==> src/purgePkg.sv <==
`default_nettype none

package purgePkg;

    ////////////////////////////////////////////////////////////////////////////
    // Default sizes, overridden from the top level
    ////////////////////////////////////////////////////////////////////////////

    parameter int DEF_NUM_SEEDS       = 3;  // Seeding sectors
    parameter int DEF_TRACKS_PER_SEED = 4;  // Slots in each sector memory
    parameter int DEF_STUBS_PER_TRACK = 4;
    parameter int DEF_STUB_ID_W       = 6;  // Zero is reserved for "no stub"
    parameter int DEF_TRACK_W         = 32;
    parameter int DEF_MATCH_THRESHOLD = 3;  // Shared stubs that make two tracks one

    ////////////////////////////////////////////////////////////////////////////
    // State encodings
    ////////////////////////////////////////////////////////////////////////////

    // Duplicate tagger
    typedef enum logic [1:0] {
        TAG_IDLE,
        TAG_COMPARE,   // One primary per cycle
        TAG_FINISHED   // Flags final, tagDone high
    } tagState_e;

    // Output merger
    typedef enum logic [1:0] {
        MERGE_IDLE,
        MERGE_FILL,    // Collect returned tracks, wait for both finish pulses
        MERGE_DRAIN    // Emit present tracks in id order
    } mergeState_e;

endpackage

`default_nettype wire
==> src/purgeDuplicate.sv <==
`timescale 1ns/1ps
`default_nettype none

module purgeDuplicate
    import purgePkg::*;
#(
    parameter int NUM_SEEDS       = DEF_NUM_SEEDS,
    parameter int TRACKS_PER_SEED = DEF_TRACKS_PER_SEED,
    parameter int STUBS_PER_TRACK = DEF_STUBS_PER_TRACK,
    parameter int STUB_ID_W       = DEF_STUB_ID_W,
    parameter int TRACK_W         = DEF_TRACK_W,
    parameter int MATCH_THRESHOLD = DEF_MATCH_THRESHOLD,
    localparam int NUM_TRACKS = NUM_SEEDS * TRACKS_PER_SEED,
    localparam int ID_W       = (NUM_TRACKS > 1) ? $clog2(NUM_TRACKS) : 1,
    localparam int COUNT_W    = $clog2(TRACKS_PER_SEED + 1),
    localparam int STUB_W     = STUBS_PER_TRACK * STUB_ID_W
) (
    input  logic               clk,
    input  logic               rst_pipe,
    input  logic               start,
    input  logic [COUNT_W-1:0] trackCount [NUM_SEEDS],
    input  logic [STUB_W-1:0]  stubIndex  [NUM_TRACKS],
    input  logic [TRACK_W-1:0] trackIn,     // Track memory data, one cycle after read
    output logic [ID_W-1:0]    readAddr,
    output logic               readEnable,
    output logic               outStrobe,
    output logic [ID_W-1:0]    outId,
    output logic [TRACK_W-1:0] outTrack,
    output logic               outGood,
    output logic               done
);

    // Sequencer to merger
    logic               retStrobe;
    logic [ID_W-1:0]    retId;
    logic [TRACK_W-1:0] retTrack;
    logic               readsFinished;

    // Tagger to merger
    logic [NUM_TRACKS-1:0] dupFlags;
    logic                  tagDone;

    readoutSequencer #(
        .NUM_SEEDS(NUM_SEEDS), .TRACKS_PER_SEED(TRACKS_PER_SEED), .TRACK_W(TRACK_W)
    ) u_seq (
        .clk(clk), .rst_pipe(rst_pipe), .start(start), .trackCount(trackCount),
        .trackIn(trackIn), .readAddr(readAddr), .readEnable(readEnable),
        .retStrobe(retStrobe), .retId(retId), .retTrack(retTrack),
        .readsFinished(readsFinished)
    );

    duplicateTagger #(
        .NUM_SEEDS(NUM_SEEDS), .TRACKS_PER_SEED(TRACKS_PER_SEED),
        .STUBS_PER_TRACK(STUBS_PER_TRACK), .STUB_ID_W(STUB_ID_W),
        .MATCH_THRESHOLD(MATCH_THRESHOLD)
    ) u_tag (
        .clk(clk), .rst_pipe(rst_pipe), .start(start), .trackCount(trackCount),
        .stubIndex(stubIndex), .dupFlags(dupFlags), .tagDone(tagDone)
    );

    trackMerger #(
        .NUM_SEEDS(NUM_SEEDS), .TRACKS_PER_SEED(TRACKS_PER_SEED), .TRACK_W(TRACK_W)
    ) u_merge (
        .clk(clk), .rst_pipe(rst_pipe), .start(start), .trackCount(trackCount),
        .retStrobe(retStrobe), .retId(retId), .retTrack(retTrack),
        .readsFinished(readsFinished), .dupFlags(dupFlags), .tagDone(tagDone),
        .outStrobe(outStrobe), .outId(outId), .outTrack(outTrack),
        .outGood(outGood), .done(done)
    );

endmodule

`default_nettype wire

==> src/trackMerger.sv <==
`timescale 1ns/1ps
`default_nettype none

module trackMerger
    import purgePkg::*;
#(
    parameter int NUM_SEEDS       = DEF_NUM_SEEDS,
    parameter int TRACKS_PER_SEED = DEF_TRACKS_PER_SEED,
    parameter int TRACK_W         = DEF_TRACK_W,
    localparam int NUM_TRACKS = NUM_SEEDS * TRACKS_PER_SEED,
    localparam int ID_W       = (NUM_TRACKS > 1) ? $clog2(NUM_TRACKS) : 1,
    localparam int COUNT_W    = $clog2(TRACKS_PER_SEED + 1)
) (
    input  logic                  clk,
    input  logic                  rst_pipe,
    input  logic                  start,
    input  logic [COUNT_W-1:0]    trackCount [NUM_SEEDS],
    input  logic                  retStrobe,
    input  logic [ID_W-1:0]       retId,
    input  logic [TRACK_W-1:0]    retTrack,
    input  logic                  readsFinished,
    input  logic [NUM_TRACKS-1:0] dupFlags,
    input  logic                  tagDone,
    output logic                  outStrobe,
    output logic [ID_W-1:0]       outId,
    output logic [TRACK_W-1:0]    outTrack,
    output logic                  outGood,
    output logic                  done
);

    mergeState_e        mergeState;
    logic [TRACK_W-1:0] trackBuf [NUM_TRACKS];   // Indexed by global id
    logic               seenReads, seenTag;
    logic [ID_W-1:0]    scanId;
    logic               scanValid;
    logic [ID_W-1:0]    firstId, nextId;
    logic               anyPresent, nextFound;

    // Lowest present id, and lowest present id above the scan pointer
    always_comb begin
        anyPresent = 1'b0;
        firstId    = '0;
        nextFound  = 1'b0;
        nextId     = '0;
        for (int j = NUM_TRACKS - 1; j >= 0; j--) begin
            if (COUNT_W'(j % TRACKS_PER_SEED) < trackCount[j / TRACKS_PER_SEED]) begin
                anyPresent = 1'b1;
                firstId    = ID_W'(j);
                if (j > int'(scanId)) begin
                    nextFound = 1'b1;
                    nextId    = ID_W'(j);
                end
            end
        end
    end

    always_ff @(posedge clk) begin
        if (retStrobe) begin
            trackBuf[retId] <= retTrack;
        end
    end

    always_ff @(posedge clk) begin
        if (rst_pipe) begin
            mergeState <= MERGE_IDLE;
            seenReads  <= 1'b0;
            seenTag    <= 1'b0;
            scanId     <= '0;
            scanValid  <= 1'b0;
            done       <= 1'b0;
        end else begin
            done <= 1'b0;
            case (mergeState)
                MERGE_IDLE: begin
                    if (start) begin
                        mergeState <= MERGE_FILL;
                        seenReads  <= 1'b0;
                        seenTag    <= 1'b0;
                    end
                end
                MERGE_FILL: begin
                    if (readsFinished) seenReads <= 1'b1;
                    if (tagDone)       seenTag   <= 1'b1;
                    if ((seenReads || readsFinished) && (seenTag || tagDone)) begin
                        mergeState <= MERGE_DRAIN;
                        scanId     <= firstId;
                        scanValid  <= anyPresent;   // Zero tracks drains nothing
                    end
                end
                MERGE_DRAIN: begin
                    if (scanValid && nextFound) begin
                        scanId <= nextId;
                    end else begin
                        scanValid  <= 1'b0;
                        mergeState <= MERGE_IDLE;
                        done       <= 1'b1;   // Cycle after the last strobe
                    end
                end
                default: mergeState <= MERGE_IDLE;
            endcase
        end
    end

    assign outStrobe = (mergeState == MERGE_DRAIN) && scanValid;
    assign outId     = scanId;
    assign outTrack  = trackBuf[scanId];
    assign outGood   = !dupFlags[scanId];

endmodule

`default_nettype wire

==> src/duplicateTagger.sv <==
`timescale 1ns/1ps
`default_nettype none

module duplicateTagger
    import purgePkg::*;
#(
    parameter int NUM_SEEDS       = DEF_NUM_SEEDS,
    parameter int TRACKS_PER_SEED = DEF_TRACKS_PER_SEED,
    parameter int STUBS_PER_TRACK = DEF_STUBS_PER_TRACK,
    parameter int STUB_ID_W       = DEF_STUB_ID_W,
    parameter int MATCH_THRESHOLD = DEF_MATCH_THRESHOLD,
    localparam int NUM_TRACKS = NUM_SEEDS * TRACKS_PER_SEED,
    localparam int COUNT_W    = $clog2(TRACKS_PER_SEED + 1),
    localparam int STUB_W     = STUBS_PER_TRACK * STUB_ID_W
) (
    input  logic                  clk,
    input  logic                  rst_pipe,
    input  logic                  start,
    input  logic [COUNT_W-1:0]    trackCount [NUM_SEEDS],
    input  logic [STUB_W-1:0]     stubIndex  [NUM_TRACKS],
    output logic [NUM_TRACKS-1:0] dupFlags,
    output logic                  tagDone
);

    localparam int ID_W    = (NUM_TRACKS > 1) ? $clog2(NUM_TRACKS) : 1;
    localparam int MATCH_W = $clog2(STUBS_PER_TRACK + 1);

    tagState_e             tagState;
    logic [ID_W-1:0]       prim;        // Current primary, global id
    logic [STUB_W-1:0]     primStubs;
    logic [NUM_TRACKS-1:0] presentVec;
    logic [NUM_TRACKS-1:0] laterVec;
    logic [NUM_TRACKS-1:0] matchVec;
    logic [NUM_TRACKS-1:0] tagVec;
    logic                  primLive;    // Primary is present and still good

    assign primStubs = stubIndex[prim];

    ////////////////////////////////////////////////////////////////////////////
    // Primary against every track, all in parallel
    ////////////////////////////////////////////////////////////////////////////

    for (genvar j = 0; j < NUM_TRACKS; j++) begin : g_cmp
        localparam int SEED = j / TRACKS_PER_SEED;
        localparam int SLOT = j % TRACKS_PER_SEED;

        logic [MATCH_W-1:0] eqCount;

        always_comb begin
            eqCount = '0;
            for (int k = 0; k < STUBS_PER_TRACK; k++) begin
                // Empty field never counts
                if ((primStubs[k*STUB_ID_W +: STUB_ID_W] != '0) &&
                    (primStubs[k*STUB_ID_W +: STUB_ID_W] ==
                     stubIndex[j][k*STUB_ID_W +: STUB_ID_W])) begin
                    eqCount = eqCount + 1'b1;
                end
            end
        end

        assign presentVec[j] = COUNT_W'(SLOT) < trackCount[SEED];
        assign laterVec[j]   = ID_W'(j) > prim;
        assign matchVec[j]   = eqCount >= MATCH_THRESHOLD;
    end

    assign tagVec   = presentVec & laterVec & matchVec;
    assign primLive = presentVec[prim] && !dupFlags[prim];

    ////////////////////////////////////////////////////////////////////////////
    // Primary stepping
    ////////////////////////////////////////////////////////////////////////////

    always_ff @(posedge clk) begin
        if (rst_pipe) begin
            tagState <= TAG_IDLE;
            prim     <= '0;
        end else begin
            case (tagState)
                TAG_IDLE: begin
                    if (start) begin
                        tagState <= TAG_COMPARE;
                        prim     <= '0;
                    end
                end
                TAG_COMPARE: begin
                    if (prim == ID_W'(NUM_TRACKS - 1)) begin
                        tagState <= TAG_FINISHED;
                    end else begin
                        prim <= prim + 1'b1;
                    end
                end
                TAG_FINISHED: tagState <= TAG_IDLE;
                default:      tagState <= TAG_IDLE;
            endcase
        end
    end

    // Flags only grow during one event, a tagged primary tags nothing
    always_ff @(posedge clk) begin
        if (tagState == TAG_IDLE && start) begin
            dupFlags <= '0;
        end else if (tagState == TAG_COMPARE && primLive) begin
            dupFlags <= dupFlags | tagVec;
        end
    end

    assign tagDone = (tagState == TAG_FINISHED);

endmodule

`default_nettype wire

==> src/readoutSequencer.sv <==
`timescale 1ns/1ps
`default_nettype none

module readoutSequencer
    import purgePkg::*;
#(
    parameter int NUM_SEEDS       = DEF_NUM_SEEDS,
    parameter int TRACKS_PER_SEED = DEF_TRACKS_PER_SEED,
    parameter int TRACK_W         = DEF_TRACK_W,
    localparam int NUM_TRACKS = NUM_SEEDS * TRACKS_PER_SEED,
    localparam int ID_W       = (NUM_TRACKS > 1) ? $clog2(NUM_TRACKS) : 1,
    localparam int COUNT_W    = $clog2(TRACKS_PER_SEED + 1)
) (
    input  logic               clk,
    input  logic               rst_pipe,
    input  logic               start,
    input  logic [COUNT_W-1:0] trackCount [NUM_SEEDS],
    input  logic [TRACK_W-1:0] trackIn,
    output logic [ID_W-1:0]    readAddr,
    output logic               readEnable,
    output logic               retStrobe,
    output logic [ID_W-1:0]    retId,
    output logic [TRACK_W-1:0] retTrack,
    output logic               readsFinished
);

    localparam int SEED_W = (NUM_SEEDS > 1) ? $clog2(NUM_SEEDS) : 1;
    localparam int SLOT_W = (TRACKS_PER_SEED > 1) ? $clog2(TRACKS_PER_SEED) : 1;

    logic [SEED_W-1:0] curSeed;
    logic [SLOT_W-1:0] curSlot;
    logic [SEED_W-1:0] firstSeed, nextSeed;
    logic              firstFound, nextFound;
    logic              slotLast;   // Current read is the last one of its sector
    logic              finPipe;    // One stage ahead of readsFinished
    logic              launch;

    // Priority search for nonempty sectors, lowest index wins
    always_comb begin
        firstFound = 1'b0;
        firstSeed  = '0;
        nextFound  = 1'b0;
        nextSeed   = '0;
        for (int s = NUM_SEEDS - 1; s >= 0; s--) begin
            if (trackCount[s] != '0) begin
                firstFound = 1'b1;
                firstSeed  = SEED_W'(s);
                if (s > int'(curSeed)) begin
                    nextFound = 1'b1;
                    nextSeed  = SEED_W'(s);
                end
            end
        end
    end

    assign slotLast = (COUNT_W'(curSlot) + COUNT_W'(1)) >= trackCount[curSeed];
    assign launch   = start && !readEnable && !finPipe;
    assign readAddr = ID_W'(curSeed * TRACKS_PER_SEED + curSlot);   // Global id

    always_ff @(posedge clk) begin
        if (rst_pipe) begin
            curSeed       <= '0;
            curSlot       <= '0;
            readEnable    <= 1'b0;
            retStrobe     <= 1'b0;
            finPipe       <= 1'b0;
            readsFinished <= 1'b0;
        end else begin
            retStrobe     <= readEnable;   // Memory answers one cycle later
            readsFinished <= finPipe;
            finPipe       <= (launch && !firstFound) ||
                             (readEnable && slotLast && !nextFound);
            if (launch) begin
                curSeed    <= firstSeed;
                curSlot    <= '0;
                readEnable <= firstFound;
            end else if (readEnable) begin
                if (!slotLast) begin
                    curSlot <= curSlot + 1'b1;
                end else if (nextFound) begin
                    curSeed <= nextSeed;   // Skip empty sectors
                    curSlot <= '0;
                end else begin
                    readEnable <= 1'b0;
                end
            end
        end
    end

    // Id follows the memory latency
    always_ff @(posedge clk) begin
        retId <= readAddr;
    end

    assign retTrack = trackIn;

endmodule

`default_nettype wire

==> config.mk <==
export PLATFORM = sky130hd
export DESIGN_NAME = purgeDuplicate
export DESIGN_NICKNAME = d
export VERILOG_FILES = /design/src/purgePkg.sv /design/src/purgeDuplicate.sv /design/src/trackMerger.sv /design/src/duplicateTagger.sv /design/src/readoutSequencer.sv
export SDC_FILE = /design/constraint.sdc
export NUM_CORES = 1
export LEC_CHECK = 0
export BUFFER_PORTS_ARGS = -buffer_cell sky130_fd_sc_hd__clkbuf_2
export CAP_MARGIN = 30
export CORE_MARGIN = 2
export CORE_UTILIZATION = 40
export CTS_CLUSTER_DIAMETER = 80
export DETAILED_ROUTE_END_ITERATION = 10
export GPL_ROUTABILITY_DRIVEN = 0
export PLACE_DENSITY = 0.62
export SYNTH_ARGS = -nofsm -noshare
export SYNTH_HDL_FRONTEND = slang
export SYNTH_SLANG_ARGS = --single-unit
==> constraint.sdc <==
create_clock -name clk -period 7.9 [get_ports clk]
set_input_delay 0 -clock clk [delete_from_list [all_inputs] [get_ports clk]]
set_output_delay 0 -clock clk [all_outputs]
set_load 0.01 [all_outputs]
==> results of run 1 <==
-- path summary, 6_finish.rpt --
| check | end | slack (ns) |
|---|---|---|
| worst max-delay path | u_tag.dupFlags[7] | 2.82 |
| worst min-delay path | u_tag.dupFlags[11] | 0.03 |
| worst max register to register | u_tag.dupFlags[7] | 2.82 |
| worst min register to register | u_seq.retId[1] | 0.40 |
-- state kept, by name, summed over array words and instances (netlist names), 2 cells and up, named ones only --
register	count
u_merge.mergeState	2
u_merge.outId	4
u_merge.trackBuf	384
u_seq.curSeed	2
u_seq.curSlot	2
u_seq.retId	4
u_tag.dupFlags	11
u_tag.prim	4
u_tag.tagState	2
-- cell usage in the layout (no fill, tap or decap), drive strengths merged, types with 28 or more instances in the layout --
cell	n
inv	59
xnor2	64
a21oi	64
mux4	168
nor3	33
dfxtp	43
o21ai	100
clkbuf	431
nor2	166
ha	43
nand4	28
xor2	182
nand2	118
buf	43
mux2i	77
dlygate4sd3	44
edfxtp	384
-- power by group through the flow --
| stage | Sequential (W) | Clock [W] | Combinational [W] |
|---|---|---|---|
| CTS | 0.00257 | 0.00215 | 0.00113 |
| floorplan | 0.00258 | 0 | 0.000709 |
| finish | 0.00256 | 0.00210 | 0.00114 |
| global route | 0.00257 | 0.00224 | 0.00124 |
| detailed placement | 0.00262 | 0 | 0.00111 |
| global placement | 0.00261 | 0 | 0.00108 |
-- worst max-delay path: stages, from the launching register on --
cell and delay, ns:
sky130_fd_sc_hd__dfxtp_4 0.91, sky130_fd_sc_hd__buf_4 0.59, sky130_fd_sc_hd__mux4_2 0.39, sky130_fd_sc_hd__mux2i_1 0.17, sky130_fd_sc_hd__o21ai_1 0.23, sky130_fd_sc_hd__buf_4 0.27, sky130_fd_sc_hd__nor4_1 0.28, sky130_fd_sc_hd__nand2_1 0.27
sky130_fd_sc_hd__nand4_1 0.20, sky130_fd_sc_hd__inv_1 0.06, sky130_fd_sc_hd__ha_1 0.36, sky130_fd_sc_hd__xnor2_1 0.19, sky130_fd_sc_hd__ha_1 0.23, sky130_fd_sc_hd__nand3b_1 0.12, sky130_fd_sc_hd__o21ai_0 0.09, sky130_fd_sc_hd__nand3b_1 0.11
sky130_fd_sc_hd__o21ai_0 0.08, sky130_fd_sc_hd__or3_1 0.34
-- through the flow --
stage	hold slack [ns]	total power, W
after CTS	0.00447	0.00586
after global placement	0.330	0.00369
final	0.0346	0.00580
after global routing	0.0657	0.00605
after floorplan	0.0989	0.00329
after detailed placement	0.343	0.00372
-- kinds of logic after synthesis --
| logic type | count (synthesis) | synth area share |
|---|---|---|
| and+or+nand+nor | 471 | 0.0921 |
| DFF | 427 | 0.501 |
| AOI/OAI and AO/OA | 301 | 0.0786 |
| muxes | 251 | 0.187 |
| xor gates and xnor gates | 246 | 0.0871 |
| buffers and inverters | 169 | 0.0313 |
| adders and majority gates | 45 | 0.0226 |
-- cell type report --
class | count | area [sq um] | area share
Antenna cell | 7 | 17.5 | 0.000595
Clock buffer | 56 | 1180 | 0.0400
Clock inverter | 24 | 299 | 0.0102
Inverter | 57 | 214 | 0.00727
Multi-Input combinational cell | 1314 | 11700 | 0.396
Sequential cell | 427 | 12400 | 0.422
Tap cell | 790 | 988 | 0.0336
Timing Repair Buffer | 462 | 2680 | 0.0910
-- repair_timing --
action	4_1_cts	5_1_grt
endpoints found under the setup margin	0	0
hold endpoints to repair	413	0
hold buffers	44	0
-- per-layer routing --
layer / part of all wire / up-vias / wire length, um / global-route usage
met1: 0.39 / 8852 / 28400 / 0.275
met4: 0.039 / 0 / 2830 / 0.0948
met3: 0.059 / 147 / 4290 / 0.0299
met5: 0 / - / 0 / 0
li1: - / 8143 / - / -
met2: 0.51 / 731 / 36500 / 0.393
==> metrics.txt, run 1 <==
# TYPE chip_impl_metric gauge
chip_impl_info{name="run_status",value="finished clean"} 1
chip_impl_metric{name="synth.cell_area",unit="sq um"} 24700
chip_impl_metric{name="vias_per_cell",unit=""} 5.70
chip_impl_metric{name="tritoncts_num_sinks",unit=""} 427
chip_impl_info{name="post_synth_most_frequent_cells",value="sky130_fd_sc_hd__edfxtp_1 (384), sky130_fd_sc_hd__xor2_1 (182), sky130_fd_sc_hd__nor2_1 (166)"} 1
chip_impl_info{name="setup.worst_path.end_class",value="flop"} 1
chip_impl_info{name="yosysMostFrequentCell",value="sky130_fd_sc_hd__edfxtp_1"} 1
chip_impl_metric{name="synth_top_area_share",unit=""} 0.466
chip_impl_metric{name="leakagePower",unit="nW"} 10.5
chip_impl_metric{name="worstMarginPinSlew",unit="ns"} 0.961
chip_impl_metric{name="place_inst",unit=""} 3005
chip_impl_info{name="cts.root.buffer_cell",value="sky130_fd_sc_hd__clkbuf_16"} 1
chip_impl_metric{name="synth_nets",unit=""} 2285
chip_impl_metric{name="dr.pass1.iters",unit=""} 7
chip_impl_metric{name="synth_seq_cells",unit=""} 427
chip_impl_info{name="min-delay-start",value="stubIndex[18]"} 1
chip_impl_metric{name="power_frac_comb",unit=""} 0.197
chip_impl_metric{name="clk_pin_slew_worst_paths",unit="ns"} 0.06
chip_impl_metric{name="timing.fmax",unit="GHz"} 0.197
chip_impl_metric{name="ctsHtreeMaxLevel",unit=""} 2
chip_impl_metric{name="count_of_fill_cells_added_during_filler_insertion",unit=""} 5434
chip_impl_metric{name="ys_seq_area_frac",unit=""} 0.501
chip_impl_metric{name="postLayoutCoreUtil",unit=""} 0.480
chip_impl_metric{name="hold_depth",unit=""} 6
chip_impl_metric{name="row_count",unit=""} 91
chip_impl_metric{name="maxCapViolCount",unit=""} 0
chip_impl_metric{name="grt_antenna_before_repair",unit=""} 7
chip_impl_metric{name="post-route-drc-count",unit=""} 0
chip_impl_metric{name="clockPowerShare",unit=""} 0.362
chip_impl_metric{name="grt_pass1_vias",unit=""} 18400
chip_impl_info{name="synth.largest_area_cell",value="sky130_fd_sc_hd__edfxtp_1"} 1
chip_impl_metric{name="drt-initial-drc-count",unit=""} 1180
chip_impl_metric{name="postPlaceCellArea",unit="sq um"} 27500
chip_impl_metric{name="post_synth_inst_count",unit=""} 1910
chip_impl_metric{name="yosysWarnings",unit=""} 0
chip_impl_metric{name="slew_headroom",unit=""} 0.353
chip_impl_metric{name="synth_cell_types",unit=""} 82
chip_impl_metric{name="vdd_drop_max",unit="V"} 0.000187
chip_impl_metric{name="die_width",unit="um"} 253
chip_impl_metric{name="share_seq_of_total_power",unit=""} 0.441
chip_impl_info{name="critical_path_launch_point_type",value="flop"} 1
chip_impl_metric{name="clock_tree.buffer_depth",unit=""} 3
chip_impl_metric{name="fin_crit_sh",unit=""} 0.643
chip_impl_info{name="ys.flop_type",value="sky130_fd_sc_hd__edfxtp_1"} 1
chip_impl_metric{name="final_hold_viol_count",unit=""} 0
chip_impl_metric{name="pin_count",unit=""} 376
chip_impl_info{name="cts_tree",value="done"} 1
chip_impl_metric{name="post-dp-hpwl",unit="mm"} 50.3
chip_impl_metric{name="p_int",unit="W"} 0.00423
chip_impl_metric{name="finish.net_count",unit=""} 2682
chip_impl_metric{name="power.density_cell_area",unit="nW/um^2"} 197
chip_impl_metric{name="arrival_time_reported_for_the_critical_path_endpoint",unit="ns"} 5.54
chip_impl_metric{name="design_area",unit="sq um"} 29400
chip_impl_metric{name="fin_setup_tns",unit="ns"} 0
chip_impl_info{name="grt_setup_unrepaired",value="no"} 1
chip_impl_metric{name="postSynthAreaPerCell",unit="sq um"} 13.0
chip_impl_metric{name="global_route.usage.total",unit=""} 0.223
chip_impl_metric{name="synth_to_final_area_change",unit="%"} 19.0
chip_impl_metric{name="worst_r2r_path_cells",unit=""} 17
chip_impl_metric{name="cts_inserted_buffers",unit=""} 45
chip_impl_metric{name="final-setup-viol-count",unit=""} 0
chip_impl_metric{name="global_route.overflow_total",unit=""} 0
chip_impl_metric{name="worst_clock_skew",unit="ns"} 0.0157
chip_impl_metric{name="core",unit="sq um"} 61400
chip_impl_info{name="critical_path.startpoint",value="u_tag.prim[1]"} 1
chip_impl_metric{name="setup_slack",unit="ns"} 2.82
chip_impl_metric{name="synth-edff-count",unit=""} 384
chip_impl_metric{name="critPathRequiredTime",unit="ns"} 8.36
chip_impl_metric{name="p_sw",unit="W"} 0.00157
chip_impl_metric{name="place_ws",unit="ns"} 2.54
chip_impl_metric{name="worst-path-max-fanout",unit=""} 58
chip_impl_metric{name="drt-total-wl",unit="mm"} 72.1
chip_impl_metric{name="final_cells",unit=""} 3137
chip_impl_metric{name="finalCriticalPeriod",unit="ns"} 5.08
chip_impl_metric{name="cts.repair_timing.setup_buffer_count",unit=""} 0
chip_impl_metric{name="postSynth.asyncResetShare",unit=""} 0
chip_impl_info{name="timing_worst_setup_path_type",value="reg -> reg"} 1
chip_impl_info{name="hp-class",value="in -> reg"} 1
chip_impl_metric{name="grt_pass1_wl",unit="mm"} 109
chip_impl_info{name="synth_top_cells_by_area",value="sky130_fd_sc_hd__edfxtp_1 (47%), sky130_fd_sc_hd__mux4_2 (15%), sky130_fd_sc_hd__xor2_1 (6.4%)"} 1
chip_impl_metric{name="portBuffers",unit=""} 375
chip_impl_metric{name="grt_max_degree",unit=""} 59
chip_impl_info{name="r2r_start",value="u_tag.prim[1]"} 1
chip_impl_metric{name="total_number_of_vias",unit=""} 17900
chip_impl_metric{name="latest_clock_arrival_within_the_worst_skew_pair",unit="ns"} 0.58
chip_impl_metric{name="effective_utilization_at_floorplan",unit=""} 0.403
chip_impl_metric{name="dieArea",unit="sq um"} 63800
chip_impl_metric{name="final_number_of_max_transition_violations",unit=""} 0
chip_impl_metric{name="chipHeight",unit="um"} 253
chip_impl_metric{name="switching_share",unit=""} 0.271
chip_impl_metric{name="drive_gt1_frac",unit=""} 0.294
chip_impl_metric{name="drt-wirelength-per-cell",unit="um"} 23.0
chip_impl_metric{name="drtAntennaViolNets",unit=""} 0
chip_impl_metric{name="post_cts_resized",unit=""} 0
Power figures use the tool's default switching activity.
==> run 2: changes to the inputs <==
==> constraint.sdc (replaced) <==
create_clock -name clk -period 4.68 [get_ports clk]
set_input_delay 0 -clock clk [delete_from_list [all_inputs] [get_ports clk]]
set_output_delay 0 -clock clk [all_outputs]
set_load 0.01 [all_outputs]
==> metrics.txt, run 2 (synthesis gave the netlist of run 1 again) <==
# TYPE chip_impl_metric gauge
chip_impl_metric{name="synth_to_final_area_change",unit="%"} 19.6
chip_impl_metric{name="ctsHtreeMaxLevel",unit=""} 2
chip_impl_metric{name="final-setup-viol-count",unit=""} 0
chip_impl_metric{name="clk_pin_slew_worst_paths",unit="ns"} 0.06
chip_impl_metric{name="grt_pass1_wl",unit="mm"} 110
chip_impl_metric{name="power.density_cell_area",unit="nW/um^2"} 323
chip_impl_metric{name="critPathRequiredTime",unit="ns"} 5.18
chip_impl_info{name="setup.worst_path.end_class",value="flop"} 1
chip_impl_metric{name="finish.net_count",unit=""} 2704
chip_impl_metric{name="total_number_of_vias",unit=""} 18200
chip_impl_metric{name="grt_antenna_before_repair",unit=""} 5
chip_impl_info{name="layout.cells.most_common_list",value="sky130_fd_sc_hd__edfxtp_1 (384), sky130_fd_sc_hd__clkbuf_2 (375), sky130_fd_sc_hd__xor2_1 (182)"} 1
chip_impl_metric{name="worst_clock_skew",unit="ns"} 0.0125
chip_impl_metric{name="maxCapViolCount",unit=""} 0
chip_impl_info{name="critical_path_launch_point_type",value="flop"} 1
chip_impl_metric{name="drt-wirelength-per-cell",unit="um"} 23.1
chip_impl_metric{name="path_buf_inv",unit=""} 3
chip_impl_info{name="cp_most_frequent_cell",value="sky130_fd_sc_hd__nand2_1"} 1
chip_impl_info{name="timing.critical_path.max_delay_family",value="simple AND/OR/NAND/NOR gates"} 1
chip_impl_info{name="cts.root.buffer_cell",value="sky130_fd_sc_hd__clkbuf_16"} 1
chip_impl_info{name="grt_setup_unrepaired",value="no"} 1
chip_impl_metric{name="final_cells",unit=""} 3155
chip_impl_metric{name="dieArea",unit="sq um"} 63800
chip_impl_info{name="crit_chain",value="buf_12 -> mux4_2 -> nand2_1 -> o21a_1 -> buf_4 -> xnor2_1 -> nor4_2 -> nand4_1 -> buf_4 -> nand2_1 -> o21ai_0 -> ha_1 -> nor2_1 -> or3_1 -> mux2i_1 -> o211ai_1 -> nand2_1"} 1
chip_impl_metric{name="pin_count",unit=""} 376
chip_impl_info{name="largest_registers",value="u_merge.trackBuf: 384 flops, u_tag.dupFlags: 11 flops"} 1
chip_impl_metric{name="worstMarginPinSlew",unit="ns"} 0.903
chip_impl_metric{name="global_route.usage.total",unit=""} 0.225
chip_impl_metric{name="place_inst",unit=""} 3028
chip_impl_metric{name="chipHeight",unit="um"} 253
chip_impl_metric{name="drt-initial-drc-count",unit=""} 1277
chip_impl_metric{name="worst-path-max-fanout",unit=""} 15
chip_impl_metric{name="arrival_time_reported_for_the_critical_path_endpoint",unit="ns"} 4.87
chip_impl_info{name="critical_path.slowest_cell",value="sky130_fd_sc_hd__dfxtp_4"} 1
chip_impl_metric{name="largest_reg_flops",unit=""} 384
chip_impl_metric{name="row_count",unit=""} 91
chip_impl_info{name="cts_tree",value="done"} 1
chip_impl_info{name="hp-class",value="in -> reg"} 1
chip_impl_info{name="registers.top_by_ff_count",value="u_merge.trackBuf"} 1
chip_impl_metric{name="dr.pass1.iters",unit=""} 5
chip_impl_metric{name="flop2flop_setup_slack",unit="ns"} 0.31
chip_impl_info{name="layout_commonest_cell",value="sky130_fd_sc_hd__edfxtp_1"} 1
chip_impl_metric{name="global_route.overflow_total",unit=""} 0
chip_impl_metric{name="post-dp-hpwl",unit="mm"} 52.0
chip_impl_metric{name="latest_clock_arrival_within_the_worst_skew_pair",unit="ns"} 0.56
chip_impl_metric{name="slew_headroom",unit=""} 0.394
chip_impl_metric{name="leakagePower",unit="nW"} 10.6
chip_impl_metric{name="timing.critical_path.slowest_cell_delay",unit="ns"} 0.60
chip_impl_metric{name="vdd_drop_max",unit="V"} 0.000254
chip_impl_metric{name="cts_inserted_buffers",unit=""} 45
chip_impl_metric{name="finalCriticalPeriod",unit="ns"} 4.37
chip_impl_metric{name="fin_setup_tns",unit="ns"} 0
chip_impl_metric{name="final_hold_viol_count",unit=""} 0
chip_impl_metric{name="timing.fmax",unit="GHz"} 0.229
chip_impl_metric{name="post-route-drc-count",unit=""} 0
chip_impl_metric{name="drt-total-wl",unit="mm"} 73.0
chip_impl_metric{name="grt_pass1_vias",unit=""} 18500
chip_impl_metric{name="hold-worst-slack",unit="ns"} 0.0529
chip_impl_metric{name="final_number_of_max_transition_violations",unit=""} 0
chip_impl_metric{name="drive_gt1_frac",unit=""} 0.302
chip_impl_metric{name="vias_per_cell",unit=""} 5.76
chip_impl_info{name="run_status",value="finished clean"} 1
chip_impl_metric{name="portBuffers",unit=""} 375
chip_impl_info{name="timing_worst_setup_path_type",value="reg -> reg"} 1
chip_impl_metric{name="tritoncts_num_sinks",unit=""} 427
chip_impl_metric{name="die_width",unit="um"} 253
chip_impl_metric{name="grt_max_degree",unit=""} 65
chip_impl_metric{name="clock_tree.buffer_depth",unit=""} 3
chip_impl_metric{name="core",unit="sq um"} 61400
chip_impl_metric{name="fin_crit_sh",unit=""} 0.933
chip_impl_metric{name="effective_utilization_at_floorplan",unit=""} 0.403
chip_impl_metric{name="drtAntennaViolNets",unit=""} 0
run 2: changes by cell type in the layout (fill, tap and decap cells not counted), sizes merged:
| cell | delta |
|---|---|
| buf | +26 |
| clkinv | +6 |
| bufinv | -4 |
| dlygate4sd3 | -4 |
| diode | -3 |
| inv | -2 |
| clkinvlp | -1 |
run 2: where the power goes:
part / switching [W] / internal, W
sequential: 0.0000814 / 0.00424
clock: 0.00140 / 0.00188
combinational: 0.00112 / 0.000838
run 2: per-layer routing:
| layer | track usage | part of all wire | up-vias |
|---|---|---|---|
| met3 | 0.0320 | 0.061 | 142 |
| met4 | 0.0795 | 0.033 | 2 |
| met2 | 0.397 | 0.51 | 791 |
| met1 | 0.281 | 0.40 | 9058 |
| li1 | - | - | 8180 |
| met5 | 0 | 0.00016 | - |
run 2: worst paths after layout:
kind,from,endpoint,depth (start not counted)
setup reg to reg,u_tag.prim[0],u_tag.dupFlags[3],17
setup / recovery,u_tag.prim[0],u_tag.dupFlags[3],17
hold / removal,stubIndex[162],u_tag.dupFlags[5],4
hold reg to reg,u_seq.curSlot[1],u_seq.retId[1],0
run 2: layout make-up:
class                           count  area, sq um
Antenna cell                        4         10.0
Inverter                           57          214
Sequential cell                   427        12400
Multi-Input combinational cell   1314        11700
Fill cell                        5443        31800
Clock buffer                       56         1210
Clock inverter                     23          141
Timing Repair Buffer              484         2940
Tap cell                          790          988
run 2: what timing repair did:
item                                    4_1_cts  5_1_grt
endpoints found under the setup margin        0        4
setup buffers                                 0        1
hold buffers                                 40        0
gates resized for setup                       0        1
hold endpoints to repair                    399        0
run 2: worst reg2reg max path, stage by stage, from the launching register on:
cell and delay (ns):
sky130_fd_sc_hd__dfxtp_4 0.60, sky130_fd_sc_hd__buf_12 0.23, sky130_fd_sc_hd__mux4_2 0.58, sky130_fd_sc_hd__nand2_1 0.18, sky130_fd_sc_hd__o21a_1 0.32, sky130_fd_sc_hd__buf_4 0.20, sky130_fd_sc_hd__xnor2_1 0.07, sky130_fd_sc_hd__nor4_2 0.37
sky130_fd_sc_hd__nand4_1 0.28, sky130_fd_sc_hd__buf_4 0.26, sky130_fd_sc_hd__nand2_1 0.06, sky130_fd_sc_hd__o21ai_0 0.08, sky130_fd_sc_hd__ha_1 0.33, sky130_fd_sc_hd__nor2_1 0.04, sky130_fd_sc_hd__or3_1 0.31, sky130_fd_sc_hd__mux2i_1 0.17
sky130_fd_sc_hd__o211ai_1 0.12, sky130_fd_sc_hd__nand2_1 0.09
run 2: metrics by stage:
stage	utilization	area, sq um	setup WS (ns)	total power, W
floorplan	-	24700	0.471	0.00556
global placement	0.451	27700	0.202	0.00627
detailed placement	0.451	27700	0.0747	0.00630
CTS	0.480	29500	0.0558	0.00961
global route	0.482	29600	0.0822	0.00995
finish	0.482	29600	0.314	0.00956
==> run 3: changes to the inputs <==
--- a/config.mk
+++ b/config.mk
@@ -5,7 +5,7 @@
 export SDC_FILE = /design/constraint.sdc
 export NUM_CORES = 1
 export LEC_CHECK = 0
-export BUFFER_PORTS_ARGS = -buffer_cell sky130_fd_sc_hd__clkbuf_2
+export BUFFER_PORTS_ARGS = -buffer_cell sky130_fd_sc_hd__buf_2
 export CAP_MARGIN = 30
 export CORE_MARGIN = 2
 export CORE_UTILIZATION = 40
==> metrics.txt, run 3 (synthesis gave the netlist of run 1 again) <==
# TYPE chip_impl_metric gauge
chip_impl_info{name="layout_commonest_cell",value="sky130_fd_sc_hd__edfxtp_1"} 1
chip_impl_metric{name="drt-initial-drc-count",unit=""} 1447
chip_impl_info{name="crit_chain",value="buf_4 -> nor2b_2 -> buf_4 -> nand2_1 -> o21a_1 -> xnor2_1 -> nor4_1 -> and4_1 -> a21oi_1 -> ha_1 -> or3b_2 -> nand4_1 -> a21oi_1"} 1
chip_impl_metric{name="timing.fmax",unit="GHz"} 0.229
chip_impl_metric{name="worst-path-max-fanout",unit=""} 23
chip_impl_metric{name="place_ws",unit="ns"} 0.112
chip_impl_metric{name="leakagePower",unit="nW"} 10.5
chip_impl_metric{name="cts_inserted_buffers",unit=""} 45
chip_impl_metric{name="dieArea",unit="sq um"} 63800
chip_impl_metric{name="drt-total-wl",unit="mm"} 72.7
chip_impl_metric{name="core",unit="sq um"} 61400
chip_impl_info{name="grt_setup_unrepaired",value="no"} 1
chip_impl_metric{name="grt_pass1_vias",unit=""} 18300
chip_impl_metric{name="largest_reg_flops",unit=""} 384
chip_impl_info{name="setup.worst_path.end_class",value="flop"} 1
chip_impl_metric{name="drive_gt1_frac",unit=""} 0.300
chip_impl_metric{name="path_buf_inv",unit=""} 2
chip_impl_metric{name="latest_clock_arrival_within_the_worst_skew_pair",unit="ns"} 0.56
chip_impl_metric{name="count_of_fill_cells_added_during_filler_insertion",unit=""} 5406
chip_impl_metric{name="power.density_cell_area",unit="nW/um^2"} 327
chip_impl_metric{name="clock_tree.buffer_depth",unit=""} 3
chip_impl_metric{name="synth_to_final_area_change",unit="%"} 19.2
chip_impl_metric{name="hold-worst-slack",unit="ns"} 0.0350
chip_impl_metric{name="die_width",unit="um"} 253
chip_impl_metric{name="final_hold_viol_count",unit=""} 0
chip_impl_metric{name="arrival_time_reported_for_the_critical_path_endpoint",unit="ns"} 4.81
chip_impl_metric{name="finalCriticalPeriod",unit="ns"} 4.37
chip_impl_metric{name="grt_pass1_wl",unit="mm"} 108
chip_impl_metric{name="global_route.usage.total",unit=""} 0.223
chip_impl_metric{name="dr.pass1.iters",unit=""} 8
chip_impl_metric{name="global_route.overflow_total",unit=""} 0
chip_impl_metric{name="clk_pin_slew_worst_paths",unit="ns"} 0.06
chip_impl_info{name="critical_path_launch_point_type",value="flop"} 1
chip_impl_metric{name="design_area",unit="sq um"} 29500
chip_impl_metric{name="fin_setup_tns",unit="ns"} 0
chip_impl_metric{name="vdd_drop_max",unit="V"} 0.000224
chip_impl_info{name="registers.top_by_ff_count",value="u_merge.trackBuf"} 1
chip_impl_metric{name="row_count",unit=""} 91
chip_impl_metric{name="worstMarginPinSlew",unit="ns"} 0.936
chip_impl_info{name="critical_path.slowest_cell",value="sky130_fd_sc_hd__nor2b_2"} 1
chip_impl_metric{name="tritoncts_num_sinks",unit=""} 427
chip_impl_metric{name="post-dp-hpwl",unit="mm"} 52.3
chip_impl_info{name="timing_worst_setup_path_type",value="reg -> reg"} 1
chip_impl_info{name="run_status",value="finished clean"} 1
chip_impl_metric{name="postPlaceCellArea",unit="sq um"} 27700
chip_impl_metric{name="ctsHtreeMaxLevel",unit=""} 2
chip_impl_info{name="largest_registers",value="u_merge.trackBuf: 384 flops, u_tag.dupFlags: 11 flops"} 1
chip_impl_info{name="hp-class",value="in -> reg"} 1
chip_impl_metric{name="critPathRequiredTime",unit="ns"} 5.11
chip_impl_metric{name="chipHeight",unit="um"} 253
chip_impl_metric{name="pin_count",unit=""} 376
chip_impl_metric{name="final-setup-viol-count",unit=""} 0
chip_impl_metric{name="portBuffers",unit=""} 375
chip_impl_metric{name="worst_clock_skew",unit="ns"} 0.00700
chip_impl_metric{name="timing.critical_path.slowest_cell_delay",unit="ns"} 0.69
chip_impl_metric{name="drtAntennaViolNets",unit=""} 0
chip_impl_metric{name="finish.net_count",unit=""} 2702
chip_impl_metric{name="maxCapViolCount",unit=""} 0
chip_impl_metric{name="post_cts_resized",unit=""} 0
chip_impl_metric{name="total_number_of_vias",unit=""} 18200
chip_impl_metric{name="setup_slack",unit="ns"} 0.307
chip_impl_metric{name="drt-wirelength-per-cell",unit="um"} 23.1
chip_impl_metric{name="slew_headroom",unit=""} 0.372
chip_impl_info{name="timing.critical_path.max_delay_family",value="simple AND/OR/NAND/NOR gates"} 1
chip_impl_info{name="cts.root.buffer_cell",value="sky130_fd_sc_hd__clkbuf_16"} 1
chip_impl_metric{name="final_number_of_max_transition_violations",unit=""} 0
chip_impl_metric{name="post-route-drc-count",unit=""} 0
chip_impl_metric{name="effective_utilization_at_floorplan",unit=""} 0.403
chip_impl_metric{name="grt_max_degree",unit=""} 65
chip_impl_metric{name="vias_per_cell",unit=""} 5.77
chip_impl_metric{name="grt_antenna_before_repair",unit=""} 6
chip_impl_info{name="cts_tree",value="done"} 1
chip_impl_metric{name="fin_crit_sh",unit=""} 0.934
chip_impl_info{name="layout.cells.most_common_list",value="sky130_fd_sc_hd__edfxtp_1 (384), sky130_fd_sc_hd__buf_2 (375), sky130_fd_sc_hd__xor2_1 (182)"} 1
==> run 3: cell types whose count changed in the layout (fill, tap and decap cells not counted), sizes merged <==
cell	change
buf	+373
clkbuf	-373
clkinv	-5
bufinv	+2
diode	+2
clkinvlp	-1
==> run 3: routing by layer <==
metal	up-vias	track usage	part of all wire
li1	8174	-	-
met2	850	0.392	0.51
met3	159	0.0317	0.071
met5	-	0	0
met1	9005	0.277	0.39
met4	0	0.0855	0.035
==> run 3: tightest hold or removal path, cell delays in order <==
cell and delay (ns):
sky130_fd_sc_hd__buf_2 0.11, sky130_fd_sc_hd__xnor2_1 0.07, sky130_fd_sc_hd__nand4_1 0.09, sky130_fd_sc_hd__nor3_1 0.11, sky130_fd_sc_hd__nand4_1 0.10, sky130_fd_sc_hd__a21oi_1 0.06
==> run 3: power by group <==
part | internal (W) | switching [W]
combinational | 0.000836 | 0.00111
clock | 0.00196 | 0.00141
sequential | 0.00424 | 0.0000740
==> run 3: worst paths after layout <==
check	from	endpoint	slack [ns]	cells after the start
setup reg to reg	u_tag.prim[3]	u_tag.dupFlags[1]	0.31	13
setup / recovery	u_tag.prim[3]	u_tag.dupFlags[1]	0.31	13
hold / removal	stubIndex[262]	u_tag.dupFlags[1]	0.04	6
hold reg to reg	u_seq.curSlot[1]	u_seq.retId[1]	0.41	0
==> run 3: stage by stage <==
step           std cells  utilization  power [W]
3_5_place_dp        3029        0.451    0.00630
3_3_place_gp        3025        0.450    0.00626
6_report            3153        0.480    0.00963
5_1_grt             3152        0.480     0.0100
2_1_floorplan       1910            -    0.00556
4_1_cts             3146        0.480    0.00969
==> run 3: area by class of cell <==
class | count | area (sq um) | area share
flip-flops and latches | 427 | 12400 | 0.421
multi-input cells | 1314 | 11700 | 0.395
repair buffers | 482 | 2820 | 0.0957
clock buffers | 58 | 1200 | 0.0406
well taps | 790 | 988 | 0.0335
inverters | 57 | 214 | 0.00726
clock inverters | 19 | 178 | 0.00603
diodes | 6 | 15.0 | 0.000509
==> run 3: what timing repair did <==
action	in CTS	in global routing
endpoints found under the setup margin	0	6
setup buffers	0	1
hold endpoints to repair	415	0
hold buffers	40	0
